===== config.mk =====
export PLATFORM = sky130hd
export DESIGN_NAME = usb_fs_tx_top
export DESIGN_NICKNAME = d
export VERILOG_FILES = /design/src/logic/usb_tx_pkg.sv /design/src/logic/usb_bit_strobe_gen.sv /design/src/logic/usb_tx_buffer.sv /design/src/logic/usb_fs_serializer.sv /design/src/logic/usb_line_driver.sv /design/src/logic/usb_fs_tx_top.sv
export SDC_FILE = /design/constraint.sdc
export NUM_CORES = 1
export LEC_CHECK = 0
export BUFFER_PORTS_ARGS = -buffer_cell sky130_fd_sc_hd__buf_2
export CORE_MARGIN = 2
export CORE_UTILIZATION = 57
export CTS_CLUSTER_SIZE = 30
export DETAILED_ROUTE_END_ITERATION = 8
export PLACE_DENSITY = 0.73
export SLEW_MARGIN = 30
export SYNTH_ARGS = -nofsm -noshare
export SYNTH_HDL_FRONTEND = slang
export SYNTH_SLANG_ARGS = --single-unit

===== constraint.sdc =====
create_clock -name clk_i -period 3.17 [get_ports clk_i]
set_input_delay 0.1585 -clock clk_i [delete_from_list [all_inputs] [get_ports clk_i]]
set_output_delay 0.1585 -clock clk_i [all_outputs]
set_load 0.02 [all_outputs]

===== src/logic/usb_tx_pkg.sv =====
// USB full-speed transmit package
// PID codes, line levels, buffer sizing, CRC16 constants and the bit and pad structs

package usb_tx_pkg;

  // Clocks per 12 MHz bit at 48 MHz
  localparam int unsigned BitDiv = 4;

  // Transmit buffer sizing
  localparam int unsigned TxBufDepth = 64;
  localparam int unsigned BufAddrW   = 6;

  // SYNC byte, shifted out LSB first
  localparam logic [7:0] SyncPattern = 8'h80;

  // CRC16 preset and polynomial
  localparam logic [15:0] Crc16Init = 16'hFFFF;
  localparam logic [15:0] Crc16Poly = 16'h8005;

  // PIDs whose two low bits are 2'b11 carry data
  typedef enum logic [3:0] {
    PidOut   = 4'b0001,
    PidIn    = 4'b1001,
    PidSetup = 4'b1101,
    PidData0 = 4'b0011,
    PidData1 = 4'b1011,
    PidAck   = 4'b0010,
    PidNak   = 4'b1010
  } pid_e;

  // One serial bit slot from the serializer
  typedef struct packed {
    logic data;
    logic oe;
    logic se0;
  } tx_bit_t;

  // Pad outputs
  typedef struct packed {
    logic oe;
    logic d;
    logic se0;
    logic dp;
    logic dn;
  } usb_line_t;

  // Line states, J is the idle level
  localparam logic      LineJ    = 1'b1;
  localparam usb_line_t LineIdle = '{oe: 1'b0, d: LineJ, se0: 1'b0, dp: 1'b1, dn: 1'b0};

endpackage


===== src/logic/usb_bit_strobe_gen.sv =====
// Bit strobe generator
// Divides the 48 MHz clock into a one-cycle 12 MHz bit strobe

module usb_bit_strobe_gen (
  input  logic clk_i,
  input  logic rst_ni,
  input  logic link_reset_i,
  output logic bit_strobe_o
);

  logic [1:0] cnt_q, cnt_d;

  // Strobe on the last count before wrap
  assign bit_strobe_o = (cnt_q == 2'(usb_tx_pkg::BitDiv - 1));
  assign cnt_d        = bit_strobe_o ? 2'd0 : cnt_q + 2'd1;

  always_ff @(posedge clk_i or negedge rst_ni) begin
    if (!rst_ni) begin
      cnt_q <= 2'd0;
    end else if (link_reset_i) begin
      // Restart so bits stay aligned after link reset
      cnt_q <= 2'd0;
    end else begin
      cnt_q <= cnt_d;
    end
  end

endmodule


===== src/logic/usb_tx_buffer.sv =====
// Transmit byte FIFO
// Written from the software side, drained by the serializer through avail/get

module usb_tx_buffer (
  input  logic       clk_i,
  input  logic       rst_ni,
  input  logic       link_reset_i,
  input  logic       wr_i,
  input  logic [7:0] wr_data_i,
  output logic       full_o,
  output logic       avail_o,
  input  logic       get_i,
  output logic [7:0] rd_data_o
);

  localparam int unsigned AW = usb_tx_pkg::BufAddrW;

  logic [7:0]    mem_q [usb_tx_pkg::TxBufDepth];
  logic [AW-1:0] wr_ptr_q, rd_ptr_q;
  logic [AW:0]   count_q;
  logic          push, pop;

  assign full_o    = (count_q == (AW+1)'(usb_tx_pkg::TxBufDepth));
  assign avail_o   = (count_q != '0);
  assign rd_data_o = mem_q[rd_ptr_q];

  // Writes while full are dropped
  assign push = wr_i && !full_o;
  assign pop  = get_i && avail_o;

  always_ff @(posedge clk_i) begin
    if (push) begin
      mem_q[wr_ptr_q] <= wr_data_i;
    end
  end

  ////////////////////
  // Pointers and fill count
  ////////////////////
  always_ff @(posedge clk_i or negedge rst_ni) begin
    if (!rst_ni) begin
      wr_ptr_q <= '0;
      rd_ptr_q <= '0;
      count_q  <= '0;
    end else if (link_reset_i) begin
      wr_ptr_q <= '0;
      rd_ptr_q <= '0;
      count_q  <= '0;
    end else begin
      if (push) begin
        wr_ptr_q <= wr_ptr_q + 1'b1;
      end
      if (pop) begin
        rd_ptr_q <= rd_ptr_q + 1'b1;
      end
      case ({push, pop})
        2'b10:   count_q <= count_q + 1'b1;
        2'b01:   count_q <= count_q - 1'b1;
        default: count_q <= count_q;
      endcase
    end
  end

endmodule


===== src/logic/usb_fs_serializer.sv =====
// USB full-speed packet serializer
// Frames SYNC, PID, payload and CRC16, bit-stuffs them and emits one bit slot per strobe

module usb_fs_serializer (
  input  logic                clk_i,
  input  logic                rst_ni,
  input  logic                link_reset_i,
  input  logic                bit_strobe_i,
  input  logic                pkt_start_i,
  input  logic                tx_osc_test_mode_i,
  input  logic                data_avail_i,
  input  logic [3:0]          pid_i,
  input  logic [7:0]          data_i,
  output logic                data_get_o,
  output logic                start_o,
  output logic                test_start_o,
  output usb_tx_pkg::tx_bit_t tx_bit_o
);

  typedef enum logic [2:0] {Idle, Sync, Pid, DataOrCrcHi, CrcLo, Eop, OscTest} state_e;

  state_e           state_q, state_d;
  usb_tx_pkg::pid_e pid_q;
  logic [7:0]       data_sr_q, data_sr_d;
  logic [7:0]       oe_sr_q, oe_sr_d;
  logic [7:0]       se0_sr_q, se0_sr_d;
  logic [4:0]       hist_q, hist_d;
  logic [2:0]       cnt_q, cnt_d;
  logic [15:0]      crc_q, crc_d;
  logic [15:0]      crc_tx;
  logic [5:0]       bit_history;
  logic             payload_q, payload_d;
  logic             byte_strobe_q, byte_strobe_d;
  logic             stuffed_q;
  logic             bitstuff;
  logic             line_free;

  assign tx_bit_o = '{data: data_sr_q[0], oe: oe_sr_q[0], se0: se0_sr_q[0]};

  // Six ones in a row force a stuffed zero into the next slot
  assign bit_history = {data_sr_q[0], hist_q};
  assign bitstuff    = &bit_history;

  // A new packet waits until the previous end-of-packet has drained
  assign line_free = ~|oe_sr_q;

  // Inverted and bit reversed, so the high half starts with crc_q[15]
  always_comb begin
    for (int i = 0; i < 16; i++) begin
      crc_tx[i] = ~crc_q[15-i];
    end
  end

  ////////////////////
  // Framing FSM
  ////////////////////
  always_comb begin
    state_d      = state_q;
    data_sr_d    = data_sr_q;
    oe_sr_d      = oe_sr_q;
    se0_sr_d     = se0_sr_q;
    payload_d    = payload_q;
    hist_d       = hist_q;
    cnt_d        = cnt_q;
    start_o      = 1'b0;
    test_start_o = 1'b0;
    data_get_o   = 1'b0;

    unique case (state_q)
      Idle: begin
        if (line_free && tx_osc_test_mode_i) begin
          state_d      = OscTest;
          test_start_o = 1'b1;
        end else if (line_free && pkt_start_i) begin
          state_d = Sync;
          start_o = 1'b1;
        end
      end
      Sync: begin
        if (byte_strobe_q) begin
          state_d   = Pid;
          data_sr_d = usb_tx_pkg::SyncPattern;
          oe_sr_d   = 8'hFF;
          se0_sr_d  = 8'h00;
        end
      end
      Pid: begin
        if (byte_strobe_q) begin
          state_d   = (pid_q[1:0] == 2'b11) ? DataOrCrcHi : Eop;
          data_sr_d = {~pid_q, pid_q};
          oe_sr_d   = 8'hFF;
          se0_sr_d  = 8'h00;
        end
      end
      DataOrCrcHi: begin
        if (byte_strobe_q) begin
          oe_sr_d  = 8'hFF;
          se0_sr_d = 8'h00;
          if (data_avail_i) begin
            payload_d  = 1'b1;
            data_get_o = 1'b1;
            data_sr_d  = data_i;
          end else begin
            // Buffer ran dry at a byte boundary, close with the CRC
            state_d   = CrcLo;
            payload_d = 1'b0;
            data_sr_d = crc_tx[7:0];
          end
        end
      end
      CrcLo: begin
        if (byte_strobe_q) begin
          state_d   = Eop;
          data_sr_d = crc_tx[15:8];
          oe_sr_d   = 8'hFF;
          se0_sr_d  = 8'h00;
        end
      end
      Eop: begin
        if (byte_strobe_q) begin
          // SE0, SE0, J then release the bus
          state_d   = Idle;
          data_sr_d = 8'h00;
          oe_sr_d   = 8'h07;
          se0_sr_d  = 8'h07;
        end
      end
      OscTest: begin
        if (byte_strobe_q) begin
          data_sr_d = 8'h00;
          se0_sr_d  = 8'h00;
          if (tx_osc_test_mode_i) begin
            oe_sr_d = 8'hFF;
          end else begin
            oe_sr_d = 8'h00;
            state_d = Idle;
          end
        end
      end
      default: state_d = Idle;
    endcase

    // Shifting and stuffing, one bit time of gap before SYNC
    if (start_o) begin
      cnt_d  = 3'd7;
      hist_d = '0;
    end else if (bit_strobe_i) begin
      hist_d = bit_history[5:1];
      if (bitstuff) begin
        data_sr_d[0] = 1'b0;
      end else begin
        cnt_d     = cnt_q + 3'd1;
        data_sr_d = data_sr_q >> 1;
        oe_sr_d   = oe_sr_q >> 1;
        se0_sr_d  = se0_sr_q >> 1;
      end
    end
  end

  assign byte_strobe_d = bit_strobe_i && !bitstuff && !start_o && (cnt_q == 3'd0);

  // CRC16 over payload bits, stuffed zeros excluded
  always_comb begin
    crc_d = crc_q;
    if (start_o) begin
      crc_d = usb_tx_pkg::Crc16Init;
    end else if (bit_strobe_i && payload_q && !stuffed_q) begin
      crc_d = {crc_q[14:0], 1'b0} ^
              ({16{data_sr_q[0] ^ crc_q[15]}} & usb_tx_pkg::Crc16Poly);
    end
  end

  always_ff @(posedge clk_i) begin
    if (start_o) begin
      pid_q <= usb_tx_pkg::pid_e'(pid_i);
    end
  end

  always_ff @(posedge clk_i or negedge rst_ni) begin
    if (!rst_ni) begin
      state_q       <= Idle;
      data_sr_q     <= '0;
      oe_sr_q       <= '0;
      se0_sr_q      <= '0;
      hist_q        <= '0;
      cnt_q         <= '0;
      crc_q         <= '0;
      payload_q     <= 1'b0;
      byte_strobe_q <= 1'b0;
      stuffed_q     <= 1'b0;
    end else if (link_reset_i) begin
      state_q       <= Idle;
      data_sr_q     <= '0;
      oe_sr_q       <= '0;
      se0_sr_q      <= '0;
      hist_q        <= '0;
      cnt_q         <= '0;
      crc_q         <= '0;
      payload_q     <= 1'b0;
      byte_strobe_q <= 1'b0;
      stuffed_q     <= 1'b0;
    end else begin
      state_q       <= state_d;
      data_sr_q     <= data_sr_d;
      oe_sr_q       <= oe_sr_d;
      se0_sr_q      <= se0_sr_d;
      hist_q        <= hist_d;
      cnt_q         <= cnt_d;
      crc_q         <= crc_d;
      payload_q     <= payload_d;
      byte_strobe_q <= byte_strobe_d;
      // Marks that the slot now on the line is a stuffed zero
      if (bit_strobe_i) begin
        stuffed_q <= bitstuff;
      end
    end
  end

endmodule


===== src/logic/usb_line_driver.sv =====
// USB line driver
// NRZI encoding, end-of-packet sequencing, D+/D- flip and registered pads

module usb_line_driver (
  input  logic                  clk_i,
  input  logic                  rst_ni,
  input  logic                  link_reset_i,
  input  logic                  bit_strobe_i,
  input  logic                  cfg_pinflip_i,
  input  logic                  start_i,
  input  logic                  test_start_i,
  input  usb_tx_pkg::tx_bit_t   tx_bit_i,
  output logic                  pkt_end_o,
  output usb_tx_pkg::usb_line_t line_o
);

  typedef enum logic [1:0] {OsIdle, OsWaitByte, OsTransmit} out_state_e;

  // Count value of the final J slot
  localparam logic [1:0] EopJSlot = 2'd2;

  out_state_e            out_state_q, out_state_d;
  usb_tx_pkg::usb_line_t line_q, line_d;
  logic [1:0]            eop_cnt_q, eop_cnt_d;
  logic                  pkt_end_q, pkt_end_d;
  logic                  nrzi_en;
  logic                  oe_n, d_n, se0_n;

  assign line_o    = line_q;
  assign pkt_end_o = pkt_end_q;

  // First slot with oe high opens the transmission
  always_comb begin
    out_state_d = out_state_q;
    nrzi_en     = 1'b0;
    unique case (out_state_q)
      OsIdle: begin
        if (start_i || test_start_i) begin
          out_state_d = OsWaitByte;
        end
      end
      OsWaitByte: begin
        nrzi_en = tx_bit_i.oe;
        if (bit_strobe_i && tx_bit_i.oe) begin
          out_state_d = OsTransmit;
        end
      end
      OsTransmit: begin
        nrzi_en = 1'b1;
        if (bit_strobe_i && !tx_bit_i.oe) begin
          out_state_d = OsIdle;
        end
      end
      default: out_state_d = OsIdle;
    endcase
  end

  ////////////////////
  // NRZI and EOP
  ////////////////////
  always_comb begin
    oe_n      = line_q.oe;
    d_n       = line_q.d;
    se0_n     = line_q.se0;
    eop_cnt_d = eop_cnt_q;
    pkt_end_d = 1'b0;

    if (start_i || test_start_i) begin
      // First zero of the stream then lands on K
      d_n       = usb_tx_pkg::LineJ;
      eop_cnt_d = 2'd0;
    end else if (bit_strobe_i && nrzi_en) begin
      oe_n = tx_bit_i.oe;
      if (tx_bit_i.se0) begin
        eop_cnt_d = eop_cnt_q + 2'd1;
        if (eop_cnt_q == EopJSlot) begin
          d_n       = usb_tx_pkg::LineJ;
          se0_n     = 1'b0;
          pkt_end_d = 1'b1;
        end else begin
          se0_n = 1'b1;
        end
      end else if (!tx_bit_i.data) begin
        d_n = ~line_q.d;
      end
      // Park at J once the bus is released
      if (!tx_bit_i.oe) begin
        d_n   = usb_tx_pkg::LineJ;
        se0_n = 1'b0;
      end
    end

    if (link_reset_i) begin
      oe_n      = 1'b0;
      d_n       = usb_tx_pkg::LineJ;
      se0_n     = 1'b0;
      pkt_end_d = 1'b0;
    end

    line_d.oe  = oe_n;
    line_d.d   = d_n;
    line_d.se0 = se0_n;
    line_d.dp  = (cfg_pinflip_i ? ~d_n :  d_n) & ~se0_n;
    line_d.dn  = (cfg_pinflip_i ?  d_n : ~d_n) & ~se0_n;
  end

  always_ff @(posedge clk_i or negedge rst_ni) begin
    if (!rst_ni) begin
      out_state_q <= OsIdle;
      eop_cnt_q   <= 2'd0;
      pkt_end_q   <= 1'b0;
      line_q      <= usb_tx_pkg::LineIdle;
    end else begin
      out_state_q <= link_reset_i ? OsIdle : out_state_d;
      eop_cnt_q   <= link_reset_i ? 2'd0 : eop_cnt_d;
      pkt_end_q   <= pkt_end_d;
      line_q      <= line_d;
    end
  end

endmodule


===== src/logic/usb_fs_tx_top.sv =====
// USB full-speed transmit top level
// Strobe generator, transmit buffer, serializer and line driver

module usb_fs_tx_top (
  input  logic                  clk_i,
  input  logic                  rst_ni,
  input  logic                  link_reset_i,
  input  logic                  cfg_pinflip_i,
  input  logic                  tx_osc_test_mode_i,
  input  logic                  buf_wr_i,
  input  logic [7:0]            buf_wr_data_i,
  output logic                  buf_full_o,
  input  logic                  pkt_start_i,
  input  logic [3:0]            pid_i,
  output logic                  pkt_end_o,
  output usb_tx_pkg::usb_line_t line_o
);

  logic                bit_strobe;
  logic                data_avail;
  logic                data_get;
  logic [7:0]          rd_data;
  logic                pkt_start_seen;
  logic                test_start;
  usb_tx_pkg::tx_bit_t tx_bit;

  usb_bit_strobe_gen u_strobe (
    .clk_i,
    .rst_ni,
    .link_reset_i,
    .bit_strobe_o (bit_strobe)
  );

  usb_tx_buffer u_buffer (
    .clk_i,
    .rst_ni,
    .link_reset_i,
    .wr_i      (buf_wr_i),
    .wr_data_i (buf_wr_data_i),
    .full_o    (buf_full_o),
    .avail_o   (data_avail),
    .get_i     (data_get),
    .rd_data_o (rd_data)
  );

  usb_fs_serializer u_serializer (
    .clk_i,
    .rst_ni,
    .link_reset_i,
    .bit_strobe_i       (bit_strobe),
    .pkt_start_i,
    .tx_osc_test_mode_i,
    .data_avail_i       (data_avail),
    .pid_i,
    .data_i             (rd_data),
    .data_get_o         (data_get),
    .start_o            (pkt_start_seen),
    .test_start_o       (test_start),
    .tx_bit_o           (tx_bit)
  );

  usb_line_driver u_line (
    .clk_i,
    .rst_ni,
    .link_reset_i,
    .bit_strobe_i  (bit_strobe),
    .cfg_pinflip_i,
    .start_i       (pkt_start_seen),
    .test_start_i  (test_start),
    .tx_bit_i      (tx_bit),
    .pkt_end_o,
    .line_o
  );

endmodule


; ---- After elaboration in Yosys (flattened, before gate mapping)
; Memory sizes are Yosys's and may differ from the RTL's.
; Cells that the tools add are included.
[totals]
reg_bits = 89
ram_bits = 512
in_bits = 19
out_inout_bits = 7
elab_cells = 236
n_memories = 1
[memory_table]
columns = name, depth, word_bits, rd, rd_clocked_by_memory_dff, wr, line
row1 = u_buffer.mem_q, 64, 8, 1, 0, 1, usb_tx_buffer.sv:18  ; logic [7:0] mem_q [usb_tx_pkg::TxBufDepth];
[classes]
n_addsub = 7
n_eq_ne = 28
muxes = 108
bitwise_logic = 24
n_reduce_logical = 45
[op_table]
columns = operator, count
row1 = $mux W8, 23
row2 = $mux W16, 3
row3 = $mux W3, 16
row4 = $mux W1, 40
row5 = $pmux W8 S5, 1
row6 = $ne A3 B2 Y1 const B, 10
row7 = $mux W6, 4
row8 = $pmux W8 S3, 1
row9 = $pmux W3 S7, 1
row10 = $mux W2, 10
row11 = $not A1 Y1, 19
row12 = $pmux W8 S2, 1
row13 = $xor A16 B16 Y16, 1
row14 = $mux W5, 3
row15 = $reduce_bool A3 Y1, 5
row16 = $mux W7, 2
row17 = $pmux W7 S2, 1
row18 = $add A6 B1 Y6 const B, 2
row19 = $logic_and A1 B1 Y1, 12
row20 = $reduce_bool A2 Y1, 6
row21 = $eq A2 B2 Y1 const B, 5
row22 = $eq A3 B3 Y1 const B, 3
row23 = $reduce_and A9 Y1, 1
row24 = $reduce_and A2 Y1, 4
row25 = other kinds (27), 38

; ---- Depth between registers and ports, before layout
[logic_depth]
ltp_word = 12
mapped_depth = 11
ltp_nobuf = 10

; ---- Hierarchy
; Synthesis repeated with hierarchy kept, for this count alone.
[unflattened]
hier_cells = 1545
area_unflattened_um2 = 25101.6
[modules_own_cells]
columns = module, instances, cells_each, area_per_inst_um2, seq_area_each_um2
row1 = usb_tx_buffer, 1, 1112, 21066.5, 15850.2
row2 = usb_fs_serializer, 1, 367, 3368.2, 1471.4
row3 = usb_line_driver, 1, 61, 588.1, 252.7
row4 = usb_bit_strobe_gen, 1, 5, 78.8, 50.0

; ---- Least setup slack after synthesis
; Ideal clock, no wire load.
[synth_timing]
path_kind = register to register
start = register u_buffer.count_q[1]
end = register u_buffer.count_q[6]
setup_ps = 125
arrival_ps = 3061
t_required_ps = 3045
slack_ps = -16
path_stages_with_launch = 11
path_buffers = 0
synth_period_minus_slack_ps = 3186
cell_sequence = dfrtp_1 > or4_4 > o311ai_4 > nor2_1 > fa_1 > a21o_1 > a21oi_1 > o21bai_1 > a21oi_1 > mux2i_1 > mux2_2
[synth_via]
elab_chain_cells = 8
word_cells_on_any_way = 15
cone_classes = add/sub: 2 / eq/ne: 3 / mux: 5 / reduce/logical: 5
[synth_lines]
columns = item, line
row1 = from (decl), usb_tx_buffer.sv:20  ; logic [AW:0] count_q;
row2 = from (signal assigned), usb_tx_buffer.sv:57  ; 2'b10: count_q <= count_q + 1'b1;
row3 = from (signal assigned), usb_tx_buffer.sv:58  ; 2'b01: count_q <= count_q - 1'b1;
row4 = from (signal assigned), usb_tx_buffer.sv:59  ; default: count_q <= count_q;
row5 = $reduce_bool A7 Y1, usb_tx_buffer.sv:24  ; assign avail_o = (count_q != '0);
row6 = $mux W1, usb_fs_serializer.sv:99  ; if (data_avail_i) begin
row7 = $mux W1, usb_fs_serializer.sv:96  ; if (byte_strobe_q) begin
row8 = $mux W1, usb_fs_serializer.sv:69  ; unique case (state_q)
row9 = $logic_and A1 B1 Y1, usb_tx_buffer.sv:29  ; assign pop = get_i && avail_o;
row10 = $eq A2 B1 Y1 / $eq A2 B2 Y1 (equally long branches), usb_tx_buffer.sv:56  ; case ({push, pop})
row11 = $pmux W7 S2, usb_tx_buffer.sv:56
row12 = $mux W7, usb_tx_buffer.sv:45  ; end else if (link_reset_i) begin
; Several ways; a longest one is shown, not always the timed one.
; A chain may end at the register's enable or synchronous reset.

; ---- Final worst setup path
[layout_timing]
start = register u_buffer.rd_ptr_q[0]
end = register u_serializer.data_sr_q[7]
[layout_via]
elab_chain_cells = 8
[layout_lines]
columns = item, line
row1 = from (decl), usb_tx_buffer.sv:19  ; logic [AW-1:0] wr_ptr_q, rd_ptr_q;
row2 = from (signal assigned), usb_tx_buffer.sv:54  ; rd_ptr_q <= rd_ptr_q + 1'b1;
row3 = $mem_v2 Z64 W8 *, --
row4 = $mux W8 *, usb_fs_serializer.sv:99
row5 = $mux W8 *, usb_fs_serializer.sv:96
row6 = $pmux W8 S5 *, usb_fs_serializer.sv:69
row7 = $mux W7, usb_fs_serializer.sv:149  ; if (bitstuff) begin
row8 = $mux W8, usb_fs_serializer.sv:147  ; end else if (bit_strobe_i) begin
row9 = $mux W8 *, usb_fs_serializer.sv:144  ; if (start_o) begin
row10 = $mux W8 *, usb_fs_serializer.sv:191  ; end else if (link_reset_i) begin
row11 = to (signal assigned), usb_fs_serializer.sv:204  ; data_sr_q <= data_sr_d;
row12 = to (decl), usb_fs_serializer.sv:24  ; logic [7:0] data_sr_q, data_sr_d;
; Every way passes the cells marked *; elsewhere a longest branch is shown, timed or not.

==> run metrics <==
die height=213 um; Worst Path Required=3660 ps; register area=17600 sq um; WS Path Type=register to register; Post-Route WL=56500 um; worst hold-check path type=input pin to register; fill cell count=approximately 2900; H-Tree Depth=2; row count=76; DP Wirelength=roughly 35000 um; Initial Utilization=57.7%; pin count of the biggest net entering global routing=73; Design Area, Final=28200 sq um; Wirelength per Cell=25.4 um; syn_area_per_cell=16.9 sq um; commonest cells after routing, fill and taps aside=edfxtp_1, nor2_1, buf_4; Placed Cells=2108; DRC Markers=0; synthesized area=24800 sq um; Clock Skew=34.1 ps; initial antenna violation count=0; register area share after synthesis=71.0%; average via count per standard cell=6.35; fmax=about 0.34 GHz; Seq cells post-synth=roughly 600; DRT iter0 DRCs=1821; routed vias=14100; max-cap viol count=0; fraction of registers with async set/reset=14.1%; WP data arrival=3450 ps; post-synth cell types=78; Min Clock Period, post-route=2970 ps; Max IR drop VDD=0.668 mV; RR Startpoint=u_buffer.rd_ptr_q[0]; Area Overhead vs Synth=13.5%; Ports=26; Tightest Pin Transition=~890 ps; P_leak=0.00932 uW; Die ar.=45200 sq um; Setup crit start kind=register; First-pass DRT Iterations=7; core footprint=about 43000 sq um; CTS tree=built; CTS max path bufs=3; antenna viol nets, final=0; Post-layout nets=1626; min-delay src=buf_wr_data_i[2]; top area cells in the synthesized netlist=edfxtp_1, mux4_2, dfrtp_1; Worst setup EP type=register; Clock transition at path regs=70 ps; n_diodes=0; fin cells=2225; Main synth FF type=edfxtp_1; DIE WIDTH=213 um; layout cells sized above 1=22.1%; Clock Sinks=between 600 and 700; root buf cell=clkbuf_16; gr usage total=25.6%; Crit Path Max Fanout=19; Post-Synthesis Cells=between 1000 and 1500; status=complete, no violations; Critical Path Start=u_buffer.rd_ptr_q[0]; grt ovf=0; I/O Buffers=25; Synth area leader=edfxtp_1; Yosys top cell area share=62.5%; commonest non-fill, non-tap cell in the layout=edfxtp_1; Placed Area=26200 sq um; Post-synth EDFFs=roughly 520; RSZ-0062 raised after global routing=no; Hold Vio Cnt, Final=0; syn nets=1505; multi-input logic area=roughly 6700 sq um; first-pass GRT wire length=around 85000 um; Fin Setup TNS=0 ps; Final Max Slew Viols=0; power per cell area=606 nW/um^2; Syn. warnings=0; gp weighted congestion=0.908; worst skew pair latency=630 ps; final period utilization=between 90% and 100%; Rel. slew slack=40.6%; # setup viols final=0; total CTS buffers=58; vias in the first global route=14000
==> state kept, by name, summed over array words and instances (netlist names) <==
register                    cells
u_buffer.count_q                7
u_serializer.hist_q             5
u_buffer.rd_ptr_q               6
u_line.out_state_q              2
u_serializer.cnt_q              3
u_serializer.crc_q             16
u_serializer.data_sr_q          8
u_serializer.se0_sr_q           8
u_strobe.cnt_q                  2
u_serializer.byte_strobe_q      1
u_serializer.pid_q              4
u_serializer.state_q            3
u_serializer.payload_q          1
u_buffer.mem_q                512
u_line.line_o                   5
u_line.pkt_end_o                1
u_line.eop_cnt_q                2
u_serializer.oe_sr_q            8
u_buffer.wr_ptr_q               6
u_serializer.stuffed_q          1
==> power by group <==
| part | switching [uW] | leakage (uW) | internal, uW | total, uW |
|---|---|---|---|---|
| logic | 869 | 0.00260 | 486 | 1360 |
| registers | 123 | 0.00580 | 8740 | 8860 |
| clock network | 2950 | 0.000922 | 3900 | 6850 |
==> metrics by stage <==
step                util, %  hold slack [ps]  setup slack, ps  power [uW]
floorplan                 -             -137             34.8        9870
global placement       60.8              334              119       10300
detailed placement     60.9              340              112       10300
CTS                    65.4             49.4              100       17100
global route           65.5             76.2             28.7       17600
finish                 65.5             60.4              200       17100
==> worst paths after layout <==
path / cells past startpoint / to / slack [ps]
setup / recovery: 7 / u_serializer.data_sr_q[7] / 200
hold / removal: 1 / u_buffer.mem_q[30][2] / 60
setup reg to reg: 7 / u_serializer.data_sr_q[7] / 200
hold reg to reg: 1 / u_strobe.cnt_q[0] / 430
max in group asynchronous: 3 / u_serializer.crc_q[5] / 2360
min in group asynchronous: 2 / u_buffer.count_q[4] / 120
==> routing by layer <==
metal | GRT usage, % | up-vias | part of all wire, %
met1 | 36.1 | 7230 | 41
met3 | 4.22 | 109 | 8.2
li1 | - | 6094 | -
met2 | 41.6 | 694 | 49
met5 | 0 | - | 0
met4 | 7.84 | 0 | 2.6
==> repair_timing <==
action                                 in CTS  in global routing
endpoints found under the hold margin      75                  0
buffers inserted                            0                  1
setup endpoints to repair                   0                  1
hold buffers                                7                  0
resized for setup                           0                  4
==> Yosys cell counts, types with 3 or more instances <==
cell type  count
a22o_1        24
mux2_2         4
mux2i_1       69
nand3b_1       5
buf_4          6
and3b_1        3
nand2_1       83
o221ai_1      27
mux4_2       102
nor2b_1        8
buf_2         22
buf_6          8
nand3_1       21
and2_1         9
a211o_1       14
dfrtp_1       83
a21o_1         4
or3_1          3
a31oi_1       18
inv_1         16
xnor2_1       14
ha_1          15
o21ai_0       30
nand2b_1       6
nor3_1        17
a211oi_1       8
buf_1          8
a21oi_1       55
o22ai_1        4
o211ai_1      11
edfxtp_1     516
nor2_1       130
clkbuf_1      39
nand4_1        6
a22oi_1        5
or2_2          3
o31ai_1        6
mux4_1         5
xor2_1         8
==> cells by family after synthesis <==
kind of cell	Yosys count	share of synthesized area, %
compound gates	235	6.71
xor+xnor	22	0.777
fa+ha+maj	16	0.837
buf+inv	104	2.15
flops	601	71.0
mux	180	12.8
simple gates	312	5.74
==> worst max-delay path: stages, from the launching register on <==
cell and delay [ps]:
dfrtp_4 700, buf_4 340, mux4_2 540, a22o_1 250
nor3_1 360, a2111oi_0 190, a211oi_1 290, o22ai_1 140
==> layout make-up <==
cell class / instances / area share, %
repair buffers: 146 / 4.06
multi-input cells: 765 / 23.8
well taps: 585 / 2.60
clock inverters: 40 / 1.32
inverters: 19 / 0.253
clock buffers: 69 / 5.38
flip-flops and latches: 601 / 62.6
No activity file was read; power rests on OpenSTA's default activity.
